--- src/isaPkg.sv ---
// Instruction-set encodings shared by the control unit blocks and their testbench
`default_nettype none

package isaPkg;

    localparam int OPCODE_W    = 6;
    localparam int ALU_OP_W    = 4;
    localparam int BRANCH_OP_W = 3;
    localparam int STACK_OP_W  = 3;

    // Opcode values of the existing instruction set
    typedef enum logic [OPCODE_W-1:0] {
        OP_RTYPE = 6'b000000,
        OP_ADDI  = 6'b000001,
        OP_SUBI  = 6'b000010,
        OP_ANDI  = 6'b000011,
        OP_ORI   = 6'b000100,
        OP_XORI  = 6'b000101,
        OP_NOTI  = 6'b000110,
        OP_SLAI  = 6'b000111,
        OP_SRLI  = 6'b001000,
        OP_SRAI  = 6'b001001,
        OP_BR    = 6'b001010,
        OP_BMI   = 6'b001011,
        OP_BPL   = 6'b001100,
        OP_BZ    = 6'b001101,
        OP_LD    = 6'b001110,
        OP_ST    = 6'b001111,
        OP_LDSP  = 6'b010000,
        OP_STSP  = 6'b010001,
        OP_MOVE  = 6'b010010,
        OP_PUSH  = 6'b010011,
        OP_POP   = 6'b010100,
        OP_CALL  = 6'b010101,
        OP_HALT  = 6'b010110,
        OP_NOP   = 6'b010111,
        OP_RET   = 6'b011000
    } opcodeT;

    // Instruction classes, each with its own strobe schedule
    typedef enum logic [3:0] {
        CLS_ALU_R,
        CLS_ALU_I,
        CLS_BRANCH,
        CLS_LOAD,
        CLS_STORE,
        CLS_MOVE,
        CLS_PUSH,
        CLS_POP,
        CLS_CALL,
        CLS_RET,
        CLS_HALT,
        CLS_NOP
    } instrClassT;

    typedef enum logic [BRANCH_OP_W-1:0] {
        BR_NONE   = 3'd0,
        BR_ALWAYS = 3'd1,
        BR_PLUS   = 3'd2,
        BR_MINUS  = 3'd3,
        BR_ZERO   = 3'd4
    } branchOpT;

    typedef enum logic [STACK_OP_W-1:0] {
        STK_NONE = 3'd0,
        STK_PUSH = 3'd1,
        STK_POP  = 3'd2,
        STK_CALL = 3'd3,
        STK_RET  = 3'd4
    } stackOpT;

    typedef logic [ALU_OP_W-1:0] aluOpT;

    localparam aluOpT ALU_PASS = 4'd0;
    localparam aluOpT ALU_ADD  = 4'd1;

endpackage

`default_nettype wire

--- src/ctrlPkg.sv ---
// Sequencing types and per-class step counts used by the control unit FSM
`default_nettype none

package ctrlPkg;

    import isaPkg::*;

    localparam int MAX_STEPS = 6;
    localparam int STEP_W    = $clog2(MAX_STEPS);

    typedef enum logic {
        FETCH,
        EXEC
    } phaseT;

    // Execute-step index within one instruction
    typedef logic [STEP_W-1:0] stepT;

    // Number of execute cycles after the fetch cycle
    function automatic stepT stepCount(instrClassT cls);
        stepT n;
        case (cls)
            CLS_ALU_R, CLS_ALU_I, CLS_MOVE, CLS_BRANCH: n = stepT'(3);
            CLS_LOAD, CLS_STORE, CLS_PUSH, CLS_RET: n = stepT'(4);
            CLS_CALL: n = stepT'(5);
            CLS_POP: n = stepT'(6);
            // HALT waits in its first step, then finishes in the second
            CLS_HALT: n = stepT'(2);
            default: n = stepT'(2);
        endcase
        return n;
    endfunction

endpackage

`default_nettype wire

--- src/opcodeDecoder.sv ---
// Opcode decoder; samples the opcode in the fetch cycle and holds class and datapath fields
`timescale 1ns/1ps
`default_nettype none

module opcodeDecoder import isaPkg::*; (
    input  logic       clk,
    input  logic       rstN,
    input  logic       fetch,
    input  opcodeT     opcode,
    output instrClassT instrClass,
    output branchOpT   branchOp,
    output aluOpT      aluOp,
    output logic       aluSrc,
    output stackOpT    stackOp
);

    instrClassT classNext;
    branchOpT   branchNext;
    stackOpT    stackNext;
    aluOpT      aluNext;
    logic       srcNext;

    // Class, branch and stack kind straight from the opcode
    always_comb begin
        classNext  = CLS_NOP;
        branchNext = BR_NONE;
        stackNext  = STK_NONE;
        case (opcode)
            OP_RTYPE: classNext = CLS_ALU_R;
            OP_ADDI, OP_SUBI, OP_ANDI, OP_ORI, OP_XORI,
            OP_NOTI, OP_SLAI, OP_SRLI, OP_SRAI: classNext = CLS_ALU_I;
            OP_BR: begin
                classNext  = CLS_BRANCH;
                branchNext = BR_ALWAYS;
            end
            OP_BPL: begin
                classNext  = CLS_BRANCH;
                branchNext = BR_PLUS;
            end
            OP_BMI: begin
                classNext  = CLS_BRANCH;
                branchNext = BR_MINUS;
            end
            OP_BZ: begin
                classNext  = CLS_BRANCH;
                branchNext = BR_ZERO;
            end
            // SP-relative forms use the same schedule, SP arrives as Rt
            OP_LD, OP_LDSP: classNext = CLS_LOAD;
            OP_ST, OP_STSP: classNext = CLS_STORE;
            OP_MOVE: classNext = CLS_MOVE;
            OP_PUSH: begin
                classNext = CLS_PUSH;
                stackNext = STK_PUSH;
            end
            OP_POP: begin
                classNext = CLS_POP;
                stackNext = STK_POP;
            end
            OP_CALL: begin
                classNext = CLS_CALL;
                stackNext = STK_CALL;
            end
            OP_RET: begin
                classNext = CLS_RET;
                stackNext = STK_RET;
            end
            OP_HALT: classNext = CLS_HALT;
            OP_NOP: classNext = CLS_NOP;
            // Undefined opcodes run as NOP
            default: classNext = CLS_NOP;
        endcase
    end

    // ALU control; address, stack and branch work all need an add with immediate
    always_comb begin
        case (classNext)
            CLS_ALU_I: aluNext = aluOpT'(opcode[ALU_OP_W-1:0]);
            CLS_ALU_R, CLS_HALT, CLS_NOP: aluNext = ALU_PASS;
            default: aluNext = ALU_ADD;
        endcase
        srcNext = !(classNext inside {CLS_ALU_R, CLS_HALT, CLS_NOP});
    end

    always_ff @(posedge clk or negedge rstN) begin
        if (!rstN) begin
            instrClass <= CLS_NOP;
            branchOp   <= BR_NONE;
            aluOp      <= ALU_PASS;
            aluSrc     <= 1'b0;
            stackOp    <= STK_NONE;
        end else if (fetch) begin
            instrClass <= classNext;
            branchOp   <= branchNext;
            aluOp      <= aluNext;
            aluSrc     <= srcNext;
            stackOp    <= stackNext;
        end
    end

endmodule

`default_nettype wire

--- src/stepCounter.sv ---
// Fetch/execute phase and step index of the multi-cycle sequencer
`timescale 1ns/1ps
`default_nettype none

module stepCounter import isaPkg::*, ctrlPkg::*; (
    input  logic  clk,
    input  logic  rstN,
    input  logic  lastStep,
    input  logic  hold,
    output phaseT phase,
    output stepT  step,
    output logic  fetch
);

    // Every instruction spends exactly one cycle in fetch
    assign fetch = (phase == FETCH);

    always_ff @(posedge clk or negedge rstN) begin
        if (!rstN) begin
            phase <= FETCH;
            step  <= '0;
        end else if (phase == FETCH) begin
            phase <= EXEC;
            step  <= '0;
        end else if (lastStep) begin
            // Wrap back for the next instruction
            phase <= FETCH;
            step  <= '0;
        end else if (!hold) begin
            step <= step + stepT'(1);
        end
    end

endmodule

`default_nettype wire

--- src/strobeScheduler.sv ---
// Strobe scheduler; turns class and execute step into timed memory, register and PC controls
`timescale 1ns/1ps
`default_nettype none

module strobeScheduler import isaPkg::*, ctrlPkg::*; (
    input  logic       clk,
    input  logic       rstN,
    input  phaseT      phase,
    input  stepT       step,
    input  instrClassT instrClass,
    input  logic       intr,
    output logic       memRead,
    output logic       memWrite,
    output logic       regWrite,
    output logic       regDst,
    output logic       memToReg,
    output logic       updatePc,
    output logic       lastStep,
    output logic       hold
);

    logic inExec;
    stepT lastIdx;
    logic memReadNext;
    logic memWriteNext;
    logic regWriteNext;

    assign inExec  = (phase == EXEC);
    assign lastIdx = stepCount(instrClass) - stepT'(1);

    assign lastStep = inExec && (step == lastIdx);

    // HALT parks in its first step until an interrupt arrives
    assign hold = inExec && (instrClass == CLS_HALT) && (step == '0) && !intr;

    // Strobes are decided one step ahead and land in the following cycle
    always_comb begin
        memReadNext  = 1'b0;
        memWriteNext = 1'b0;
        regWriteNext = 1'b0;
        if (inExec) begin
            case (instrClass)
                CLS_ALU_R, CLS_ALU_I, CLS_MOVE: begin
                    regWriteNext = (step == stepT'(1));
                end
                CLS_LOAD: begin
                    memReadNext  = (step == stepT'(1));
                    regWriteNext = (step == stepT'(2));
                end
                CLS_STORE: begin
                    memWriteNext = (step == stepT'(2));
                end
                // SP update first, then the memory write
                CLS_PUSH, CLS_CALL: begin
                    regWriteNext = (step == stepT'(1));
                    memWriteNext = (step == stepT'(2));
                end
                // Two writes: popped data to Rt, then new SP to Rd
                CLS_POP: begin
                    memReadNext  = (step == stepT'(1));
                    regWriteNext = (step == stepT'(2)) || (step == stepT'(4));
                end
                CLS_RET: begin
                    memReadNext  = (step == stepT'(1));
                    regWriteNext = (step == stepT'(2));
                end
                default: begin
                    regWriteNext = 1'b0;
                end
            endcase
        end
    end

    always_ff @(posedge clk or negedge rstN) begin
        if (!rstN) begin
            memRead  <= 1'b0;
            memWrite <= 1'b0;
            regWrite <= 1'b0;
            updatePc <= 1'b0;
        end else begin
            memRead  <= memReadNext;
            memWrite <= memWriteNext;
            regWrite <= regWriteNext;
            // PC moves in the fetch cycle after the last step
            updatePc <= lastStep;
        end
    end

    // Level fields follow the current step, so they are valid from E0 on
    always_comb begin
        regDst   = 1'b0;
        memToReg = 1'b0;
        if (inExec) begin
            case (instrClass)
                CLS_ALU_R, CLS_PUSH, CLS_CALL, CLS_RET: begin
                    regDst = 1'b1;
                end
                CLS_LOAD: begin
                    memToReg = (step == stepT'(3));
                end
                // Memory data to Rt first, then SP to Rd
                CLS_POP: begin
                    memToReg = (step <= stepT'(3));
                    regDst   = (step >= stepT'(4));
                end
                default: begin
                    regDst = 1'b0;
                end
            endcase
        end
    end

endmodule

`default_nettype wire

--- src/controlUnit.sv ---
// Multi-cycle control unit top; connects decoder, step counter and strobe scheduler
`timescale 1ns/1ps
`default_nettype none

module controlUnit import isaPkg::*, ctrlPkg::*; (
    input  logic     clk,
    input  logic     rstN,
    input  opcodeT   opcode,
    input  logic     intr,
    output branchOpT branchOp,
    output aluOpT    aluOp,
    output logic     aluSrc,
    output stackOpT  stackOp,
    output logic     memRead,
    output logic     memWrite,
    output logic     regWrite,
    output logic     regDst,
    output logic     memToReg,
    output logic     updatePc
);

    phaseT      phase;
    stepT       step;
    logic       fetch;
    logic       lastStep;
    logic       hold;
    instrClassT instrClass;

    opcodeDecoder i_decoder (
        .clk       (clk),
        .rstN      (rstN),
        .fetch     (fetch),
        .opcode    (opcode),
        .instrClass(instrClass),
        .branchOp  (branchOp),
        .aluOp     (aluOp),
        .aluSrc    (aluSrc),
        .stackOp   (stackOp)
    );

    stepCounter i_counter (
        .clk     (clk),
        .rstN    (rstN),
        .lastStep(lastStep),
        .hold    (hold),
        .phase   (phase),
        .step    (step),
        .fetch   (fetch)
    );

    strobeScheduler i_scheduler (
        .clk       (clk),
        .rstN      (rstN),
        .phase     (phase),
        .step      (step),
        .instrClass(instrClass),
        .intr      (intr),
        .memRead   (memRead),
        .memWrite  (memWrite),
        .regWrite  (regWrite),
        .regDst    (regDst),
        .memToReg  (memToReg),
        .updatePc  (updatePc),
        .lastStep  (lastStep),
        .hold      (hold)
    );

endmodule

`default_nettype wire

--- config.mk ---
export PLATFORM = sky130hd
export DESIGN_NAME = controlUnit
export DESIGN_NICKNAME = d
export VERILOG_FILES = /design/src/isaPkg.sv /design/src/ctrlPkg.sv /design/src/opcodeDecoder.sv /design/src/stepCounter.sv /design/src/strobeScheduler.sv /design/src/controlUnit.sv
export SDC_FILE = /design/constraint.sdc
export NUM_CORES = 1
export LEC_CHECK = 0
export BUFFER_PORTS_ARGS = -buffer_cell sky130_fd_sc_hd__buf_2
export CORE_ASPECT_RATIO = 1.1
export CORE_MARGIN = 3
export CORE_UTILIZATION = 45
export DETAILED_ROUTE_END_ITERATION = 7
export PLACE_DENSITY = 0.69
export SYNTH_ARGS = -nofsm -noshare
export SYNTH_HDL_FRONTEND = slang
export SYNTH_SLANG_ARGS = --single-unit
--- constraint.sdc ---
create_clock -name clk -period 2.3 [get_ports clk]
set_input_delay 0.115 -clock clk [delete_from_list [all_inputs] [get_ports clk]]
set_output_delay 0.115 -clock clk [all_outputs]
set_load 0.005 [all_outputs]
== Yosys cells after proc, flatten, opt, wreduce, memory -nomap -nowiden ==
Memories as Yosys holds them, arrays and structs flattened.
Cells that the tools add are included.

* $add $sub $neg: 2
* Magnitude comparators: 2
* Equal/unequal tests: 41
* Mux-type cells: 19
* Reduce and logical (&&, ||, !) cells: 22

{| class="wikitable"
|+ Operators with widths
! kind !! number
|-
| $eq A6 B4 Y1 const B || 8
|-
| $eq A6 B5 Y1 const B || 8
|-
| $pmux W4 S11 || 1
|-
| $eq A6 B3 Y1 const B || 4
|-
| $pmux W3 S4 || 2
|-
| $eq A4 B4 Y1 const B || 5
|-
| $eq A4 B3 Y1 const B || 4
|-
| $eq A6 B2 Y1 const B || 2
|-
| $mux W1 || 9
|-
| $mux W3 || 3
|-
| $reduce_or A3 Y1 || 3
|-
| $reduce_or A9 Y1 || 1
|-
| $eq A4 B1 Y1 const B || 2
|-
| $logic_not A4 Y1 || 2
|-
| $pmux W4 S2 || 1
|-
| $reduce_or A4 Y1 || 2
|-
| $eq A3 B2 Y1 const B || 2
|-
| $eq A6 B1 Y1 const B || 1
|-
| $logic_not A6 Y1 || 1
|-
| $reduce_or A2 Y1 || 3
|-
| $reduce_or A5 Y1 || 1
|-
| $eq A4 B2 Y1 const B || 1
|-
| $logic_and A1 B1 Y1 || 4
|-
| $pmux W1 S2 || 2
|-
| 13 further kinds || 14
|}

* Register bits after elaboration: 23
* ROM bits: 48
* Input bits: 9
* Logic and storage cells: 98
* Memories kept: 1

{| class="wikitable"
|+ Memories
! memory !! words !! width !! read ports !! clocked after Yosys merged registers in !! wr ports !! RTL line !! RTL
|-
| (no name shown) || 16 || 3 || 1 || 0 || 0 || ctrlPkg.sv:22 || <nowiki>case (cls)</nowiki>
|}

== Depth between registers and ports, before layout ==
Gate-level depths: netlist of the first run.

* Depth in word-level cells: 7
* Depth in mapped cells: 9
* Depth with buffers taken out: 8

== By module ==
A second synthesis of the first run with hierarchy kept.

* Cells, all modules: 173
* Area, all modules: 1483.9 um^2

{| class="wikitable"
|+ Modules (own cells, without submodules)
! module !! instances !! cells each !! area an instance (um^2)
|-
| opcodeDecoder || 1 || 107 || 865.8
|-
| strobeScheduler || 1 || 51 || 446.7
|-
| stepCounter || 1 || 15 || 171.4
|}

== Least setup slack after synthesis of the first run ==
Ideal clock, no wire load.

* Path kind: register to register
* Start: register i_decoder.instrClass[3]
* End: register i_scheduler.updatePc
* Library setup time: 0.067 ns
* Arrival time: 2.214 ns
* Required time: 2.233 ns
* Slack: 0.019 ns
* Stages on the path, launching flop included: 9
* Buffers on the path: 1
* Period minus slack after synthesis: 2.281 ns
* Cell sequence: dfstp_2 buf_2 and3b_1 o31a_1 ha_1 xor2_1 a211o_1 a211oi_2 and3_1

* Longest elaborated chain between the ends: 4

{| class="wikitable"
|+ RTL lines
! element !! RTL line !! RTL
|-
| start: declaration || opcodeDecoder.sv:10 || <nowiki>output instrClassT instrClass,</nowiki>
|-
| start signal: assignment || opcodeDecoder.sv:93 || <nowiki>instrClass <= classNext;</nowiki>
|-
| $mem_v2 Z16 W3 || n/a ||
|-
| $sub A3 B1 Y3 || strobeScheduler.sv:29 || <nowiki>assign lastIdx = stepCount(instrClass) - stepT'(1);</nowiki>
|-
| $eq A3 B3 Y1 || strobeScheduler.sv:31 || <nowiki>assign lastStep = inExec && (step == lastIdx);</nowiki>
|-
| $logic_and A1 B1 Y1 || strobeScheduler.sv:31 ||
|-
| named net i_counter.lastStep || stepCounter.sv:8 || <nowiki>input logic lastStep,</nowiki>
|-
| end signal: assignment || strobeScheduler.sv:85 || <nowiki>updatePc <= lastStep;</nowiki>
|-
| end: declaration || strobeScheduler.sv:17 || <nowiki>output logic updatePc,</nowiki>
|}

The timed path passes the listed nets, and every way through them passes these cells.
A chain may end at the register's enable or synchronous reset.

== Final worst setup path of the first run ==
Same ends and word-level chain as after synthesis.

==> results of run 1 <==
## layer usage
layer | up-vias | wire length (um) | share of wire (%) | global-route usage, %
li1 | 668 | - | - | -
met1 | 648 | 1540 | 45 | 24.5
met2 | 26 | 1740 | 51 | 30.2
met3 | 2 | 109 | 3.2 | 3.10
met4 | 0 | 16 | 0.47 | 7.05
met5 | - | 0 | 0 | 0
## stage by stage
stage | cells | power [mW] | hold WS (ns)
floorplan | 169 | 1.38 | -0.181
global placement | 219 | 1.61 | 0.114
detailed placement | 219 | 1.65 | 0.129
CTS | 224 | 1.84 | 0.128
global route | 226 | 2.08 | 0.147
finish | 226 | 1.91 | 0.140
## sequential cells by signal, indices dropped and copies added, names as in the netlist, 3 cells and up
name / cells
i_decoder.aluOp: 4
i_counter.step: 3
i_decoder.branchOp: 3
i_decoder.instrClass: 4
i_decoder.stackOp: 3
## worst paths after layout
kind                                                     startpoint                             endpoint  slack (ns)  depth (start not counted)
worst max-delay path            i_decoder.instrClass[3]$_DFFE_PN1N_       i_scheduler.updatePc$_DFF_PN0_        0.09                          7
worst min-delay path                                      opcode[5]    i_decoder.branchOp[2]$_DFFE_PN0N_        0.14                          3
worst max register to register  i_decoder.instrClass[3]$_DFFE_PN1N_       i_scheduler.updatePc$_DFF_PN0_        0.09                          7
worst min register to register     i_decoder.stackOp[2]$_DFFE_PN0N_     i_decoder.stackOp[2]$_DFFE_PN0N_        0.49                          2
max in group asynchronous                                      rstN  i_decoder.instrClass[0]$_DFFE_PN1N_        1.63                          2
min in group asynchronous                                      rstN       i_scheduler.regWrite$_DFF_PN0_        0.29                          2
## area by class of cell
| type | count | area, um2 |
|---|---|---|
| clock buffer | 3 | 22.5 |
| clock inverter | 1 | 5.00 |
| fill | 292 | 1400 |
| inverter | 8 | 30.0 |
| multi-input combinational | 124 | 863 |
| sequential | 23 | 579 |
| tap | 34 | 42.5 |
| timing repair buffer | 33 | 188 |
## worst register-to-register path: cells and delay by family (launching register included)
kind            cells  cell delay, ns
fa+ha+maj           1            0.19
flops               1            0.55
compound gates      3            0.85
simple gates        2            0.40
xor+xnor            1            0.18
## cell families (layout without fill, tap and decap cells)
group | Yosys count | in the layout | synth area share, %
DFF | 23 | 23 | 38.3
adders and majority gates | 6 | 6 | 4.96
muxes | 4 | 4 | 3.14
and+or+nand+nor | 54 | 54 | 19.6
buffers and inverters | 22 | 45 | 5.79
AOI/OAI and AO/OA | 56 | 56 | 25.9
xor gates and xnor gates | 4 | 4 | 2.32
## cells in the mapped netlist (2+ instances only)
master	n	area share, %
nor2_1	10	2.5
xnor2_1	3	1.7
dfrtp_1	20	33
clkbuf_1	8	2.0
a22oi_1	2	0.99
o211ai_1	2	0.99
o31ai_1	2	0.99
inv_1	8	2.0
nand2b_1	6	2.5
ha_1	6	5.0
nor3b_1	4	2.0
a21o_1	2	0.99
o21ai_0	8	2.6
o41ai_1	4	2.3
o22ai_1	3	1.2
nor4_1	4	1.7
a21oi_1	11	3.6
and3_1	2	0.83
o21a_1	2	0.99
mux2_2	2	1.5
nand2_1	14	3.5
a211oi_1	3	1.5
nand4_1	2	0.83
nor3_1	2	0.66
buf_1	2	0.50
buf_2	4	1.3
a22o_1	4	2.3
a211o_1	2	1.2
dfstp_2	3	5.2
nand3b_1	2	0.99
## power by group through the flow
stage                     Clock [mW]  Combinational, mW  Sequential, mW
after global placement             0              0.948           0.664
after CTS                      0.196              0.987           0.661
final                          0.186               1.07           0.656
after global routing           0.211               1.19           0.674
after detailed placement           0              0.980           0.670
after floorplan                    0              0.739           0.636
## what timing repair did
item,CTS,global route
resized for setup,0,4
hold buffers,1,0
endpoints found under the hold margin,20,0
buffers inserted,0,2
endpoints found under the setup margin,0,5
==> results.md, run 1 <==
Outcome
- status: finished, final reports clean

Floorplan
- core area: 3130 um2
- Die Ht: 66.8 um
- site row count: 21
- number of I/O pins: 26
- die outline area: 4090 um2
- starting density of the core: 48.4%
- Die X: 61.3 um

Setup path
- cell class contributing the biggest share of worst-path delay: compound AO/OA/AOI/OAI gates
- Worst path max stage delay: 0.55 ns
- type of the worst setup path: reg -> reg
- data required time at the worst endpoint: 2.56 ns
- arrival time at the worst endpoint: 2.47 ns
- critical path endpoint category: flip-flop
- worst path cell trace: and3b_1 -> o31a_1 -> ha_1 -> xor2_1 -> a211o_1 -> a211oi_4 -> and3_1
- startpoint kind of the worst setup timing path: flip-flop
- buffer and inverter count on the worst path: 0
- maximum net fanout on the critical path: 5
- cell with the largest stage delay on the worst path: dfstp_2

Route
- total detailed-routing wirelength: 3400 um
- antenna-violating nets left: 0
- routed wirelength normalized by instance count: 15.0 um
- DR vias: 1344
- detailed router's first-iteration violation count: 47
- number of remaining DRC errors: 0
- number of optimization iterations in the first detailed-route pass: 4
- via/cell ratio: 5.95

Logic synthesis
- flop and latch count out of synthesis: 23
- Mapped Area: 1510 um2
- post-synthesis net count: 184
- post-synthesis sequential area ratio: 38.3%
- Mean Syn Cell Area: 8.95 um2
- most used flip-flop cell after synthesis: dfrtp_1
- cells after synthesis: 169
- async set or reset register ratio after synthesis: 100%
- number of flops mapped to enable cells by yosys: 0
- Yosys cell types: 52
- YS warnings: 0

Finish
- final net count: 208
- fin area: 1730 um2
- most common cell after layout, fill and taps aside: buf_2
- commonest cells after routing, fill and taps aside: buf_2, dfrtp_1, nand2_1
- Area Overhead vs Synth: 14.4%
- final antenna diode count: 0
- Final Core Density: 55.3%
- share of post-route cells with drive strength above 1: 25.0%

Clock tree
- H-tree Lvls: 1
- Max Root-Sink Buffers: 2
- clk slew on worst S/H paths: 0.13 ns
- CTS tree: yes
- clock insertion delay at the later pin of the skew report: 0.31 ns
- Root Buffer Master: clkbuf_4
- number of sinks driven by the clock tree: 23
- number of clock buffers inserted by TritonCTS: 3

Timing
- Worst Tran Pin Value: 0.530 ns
- setup total negative slack: 0 ns
- final count of negative-setup-slack endpoints: 0
- time the final worst path needs with I/O delays and setup: 2.21 ns
- setup repair after global routing missed its margin: false
- slew margin rel.: 64.6%
- final hold violation count: 0
- worst path setup slack after routing: 0.0928 ns
- final critical-path share of the clock period: 96.0%
- final setup skew: 0.00556 ns
- Peak Freq: 453 MHz
- max-slew violations: 0

Pwr
- Sw Share: 42.3%
- clock network fraction of design power: 9.7%
- combinational fraction of design power: 55.9%
- Reg power frac: 34.4%
- maximum vdd ir drop: 481 uV
- power per unit of standard cell area: 1100 nW/um2
- cell-internal power: 1.10 mW
- Net Switching: 808 uW
- standby leakage power: 0.824 nW

Global route
- gr usage total: 18.7%
- number of global-route vias before repair: 1246
- initial antenna violation count: 0
- wire length of the first global-routing pass: 5660 um
- Remaining Overflow, GRT: 0
- maximum number of pins on one net before global-route repair: 24

Placed design
- dpl cell area: 1660 um2
- setup slack after placement: 0.0714 ns
- Port Buffers: 25
- half-perimeter wire length after detailed placement: 2470 um
- routability-driven placement congestion ratio: 0.859

Job
- max-cap viol count: 0

Worst hold path
- worst hold path type: in -> reg

Note: power is estimated with default switching activity, not from simulation.
==> run 2: changes to the inputs <==
--- a/config.mk
+++ b/config.mk
@@ -5,6 +5,7 @@
 export SDC_FILE = /design/constraint.sdc
 export NUM_CORES = 1
 export LEC_CHECK = 0
+export ABC_AREA = 1
 export BUFFER_PORTS_ARGS = -buffer_cell sky130_fd_sc_hd__buf_2
 export CORE_ASPECT_RATIO = 1.1
 export CORE_MARGIN = 3
==> run 2 against run 1 <==
Effect of this change: die area decreased by 3.3%; largest power group unchanged; non-clock buffer count decreased by 5; cell area is 4.6% lower; first-iteration DRC count grew 70%; clock power is 3% higher; via count decreased by 0.52%; sequential share of layout area is 1.6 points higher; highest routed layer unchanged; global-route usage is 1.2 points lower; synthesized cell count rose by 11%; wire length down 8.7%; power fell by 2.4%; critical path type unchanged.
==> results.md, run 2 <==
Finish
- commonest cells after routing, fill and taps aside: nand2_1, buf_2, nor2_1, nand3_1, dfrtp_1
- Final Core Density: 53.7%, -1.6 points
- share of post-route cells with drive strength above 1: 26.9%, +1.9 points
- registers with the most flip-flops: i_decoder.aluOp x4, i_decoder.instrClass x4
- most common cell after layout, fill and taps aside: nand2_1
- final net count: 232, +12%
- final antenna diode count: 0, unchanged
- Area Overhead vs Synth: 13.3%
- fin area: 1650 um2, -4.6%

Clock tree
- clock insertion delay at the later pin of the skew report: 0.31 ns, about the same
- CTS tree: yes
- Max Root-Sink Buffers: 2, unchanged
- number of sinks driven by the clock tree: 23, unchanged
- Root Buffer Master: clkbuf_4
- number of clock buffers inserted by TritonCTS: 3, unchanged
- H-tree Lvls: 1, unchanged
- clk slew on worst S/H paths: 0.13 ns, about the same

Global route
- initial antenna violation count: 0, unchanged
- gr usage total: 17.5%, -1.2 points
- maximum number of pins on one net before global-route repair: 24, unchanged
- wire length of the first global-routing pass: 5240 um, -7.5%
- number of global-route vias before repair: 1217, -2.3%
- Remaining Overflow, GRT: 0, unchanged

Floorplan
- Die Ht: 65.7 um, -1.7%
- Die X: 60.3 um, -1.7%
- core area: 3070 um2, -1.7%
- die outline area: 3960 um2, -3.3%
- site row count: 21, unchanged
- number of I/O pins: 26, unchanged
- starting density of the core: 47.4%, -0.96 points

Setup path
- worst path cell trace: inv_2 -> nor2_1 -> nand2_1 -> nand2_1 -> inv_1 -> ha_1 -> xnor2_1 -> xor2_2 -> nand3_2 -> o21ai_2 -> inv_1
- maximum net fanout on the critical path: 9, +4
- critical path endpoint category: flip-flop
- buffer and inverter count on the worst path: 3, +3
- cell with the largest stage delay on the worst path: dfstp_2
- type of the worst setup path: reg -> reg
- cell class contributing the biggest share of worst-path delay: flip-flops
- data required time at the worst endpoint: 2.52 ns, -0.04 ns
- startpoint kind of the worst setup timing path: flip-flop
- arrival time at the worst endpoint: 2.26 ns, -0.21 ns
- Worst path max stage delay: 0.63 ns, +0.08 ns

Timing
- Peak Freq: 490 MHz, +8.3%
- final critical-path share of the clock period: 88.7%, -7.3 points
- final count of negative-setup-slack endpoints: 0, unchanged
- setup total negative slack: 0 ns, unchanged
- slew margin rel.: 66.4%, +1.8 points
- time the final worst path needs with I/O delays and setup: 2.04 ns, -0.168 ns
- max-slew violations: 0, unchanged
- final hold violation count: 0, unchanged
- Worst Tran Pin Value: 0.504 ns, -0.0264 ns
- setup repair after global routing missed its margin: false
- final setup skew: 0.00167 ns, -0.00389 ns
- hold_ws: 0.0707 ns, -0.0692 ns

Logic synthesis
- area share of the leading cell type in the synthesized netlist: 34.3%, +1.2 points
- number of flops mapped to enable cells by yosys: 0, unchanged
- post-synthesis net count: 203, +10%
- top cell type by total area after synthesis: dfrtp_1
- ranking of synthesized cells by area: dfrtp_1, nand2_1, nand3_1
- most used flip-flop cell after synthesis: dfrtp_1
- flop and latch count out of synthesis: 23, unchanged
- post-synthesis sequential area ratio: 39.7%, +1.4 points
- leading post-synthesis cells by instance count: nand2_1, dfrtp_1, nand3_1, nor2_1, inv_1
- YS warnings: 0, unchanged
- Yosys cell types: 33, -37%
- Mapped Area: 1460 um2, -3.6%
- async set or reset register ratio after synthesis: 100%, unchanged
- cells after synthesis: 188, +11%
- Mean Syn Cell Area: 7.75 um2, -13%
- count leader, synth: nand2_1

Placed design
- half-perimeter wire length after detailed placement: 2470 um, -0.28%
- dpl cell area: 1610 um2, -2.9%
- Port Buffers: 25, unchanged
- routability-driven placement congestion ratio: 0.835, -2.8%

Route
- number of optimization iterations in the first detailed-route pass: 4, unchanged
- via/cell ratio: 5.35, -10%
- total detailed-routing wirelength: 3110 um, -8.7%
- DR vias: 1337, -0.52%
- antenna-violating nets left: 0, unchanged
- routed wirelength normalized by instance count: 12.4 um, -17%
- number of remaining DRC errors: 0, unchanged
- detailed router's first-iteration violation count: 80, +70%

Outcome
- status: finished, final reports clean

Worst hold path
- worst hold path type: in -> reg

Pwr
- power per unit of standard cell area: 1130 nW/um2, +2.3%
- maximum vdd ir drop: 627 uV, +30%
- standby leakage power: 0.871 nW, +5.6%

Job
- max-cap viol count: 0, unchanged

## run 2: cell types whose count changed in the layout (fill, tap and decap cells not counted), sizes merged, moves of 4 or more
cell    previous run  this run
nor2              10        27
nand3              1        23
nand2             14        43
a211oi             4         0
inv                8        21
o41ai              4         0
a31oi              1         5
nand2b             6         0
buf               32        27
nor3b              4         0
a22o               4         0
a21oi             11         4
## run 2: worst reg2reg max path, cell delays in order, from the launching register on
cell and delay, ns:
dfstp_2 0.63, inv_2 0.05, nor2_1 0.13, nand2_1 0.09
nand2_1 0.10, inv_1 0.05, ha_1 0.20, xnor2_1 0.25
xor2_2 0.17, nand3_2 0.14, o21ai_2 0.08, inv_1 0.05
## run 2: per-layer routing
layer	routed length (um)	GRT usage, %
met5	0	0
met4	34	7.76
met3	118	1.77
met2	1600	29.2
met1	1360	22.4
## run 2: final cells by class
type	count	area [um2]
fill	314	1420
clock inverter	1	7.51
multi-input combinational	139	767
inverter	22	82.6
clock buffer	3	22.5
sequential	23	579
tap	34	42.5
timing repair buffer	28	150
## run 2: per-stage QoR
step                      setup WS, ns  cells  power [mW]
after floorplan                  0.397    188        1.43
after global placement           0.374    245        1.66
after detailed placement         0.276    245        1.68
after CTS                        0.265    250        1.88
after global routing             0.154    250        2.02
final                            0.261    250        1.86
## run 2: kinds of logic (layout without fill, tap and decap cells)
group	Yosys count	count (layout)	synth area share [%]
and+or+nand+nor	102	102	32.9
AOI/OAI and AO/OA	27	27	11.7
buffers and inverters	26	54	7.64
DFF	23	23	39.7
adders and majority gates	6	6	5.15
xor gates and xnor gates	4	4	2.92
## run 2: report_power, final
group / leakage [nW] / total [mW] / internal, mW / switching, mW
Sequential: 0.291 / 0.698 / 0.565 / 0.133
Combinational: 0.566 / 0.975 / 0.405 / 0.569
Clock: 0.0139 / 0.191 / 0.0664 / 0.124
## run 2: what timing repair did
item | in CTS | in global routing
setup endpoints to repair | 0 | 0
setup buffers | 0 | 0
hold endpoints to repair | 20 | 0
hold buffers | 1 | 0
gates resized for setup | 0 | 0
## run 2: worst paths after layout
check / cells after the start / endpoint / slack, ns / from
setup / recovery: 11 / i_counter.step[0]$_DFFE_PN0P_ / 0.26 / i_decoder.instrClass[0]$_DFFE_PN1N_
hold / removal: 2 / i_decoder.branchOp[1]$_DFFE_PN0N_ / 0.07 / opcode[0]
setup reg to reg: 11 / i_counter.step[0]$_DFFE_PN0P_ / 0.26 / i_decoder.instrClass[0]$_DFFE_PN1N_
hold reg to reg: 2 / i_decoder.stackOp[2]$_DFFE_PN0N_ / 0.50 / i_decoder.stackOp[2]$_DFFE_PN0N_
max in group asynchronous: 2 / i_decoder.instrClass[0]$_DFFE_PN1N_ / 1.64 / rstN
min in group asynchronous: 2 / i_scheduler.regWrite$_DFF_PN0_ / 0.30 / rstN
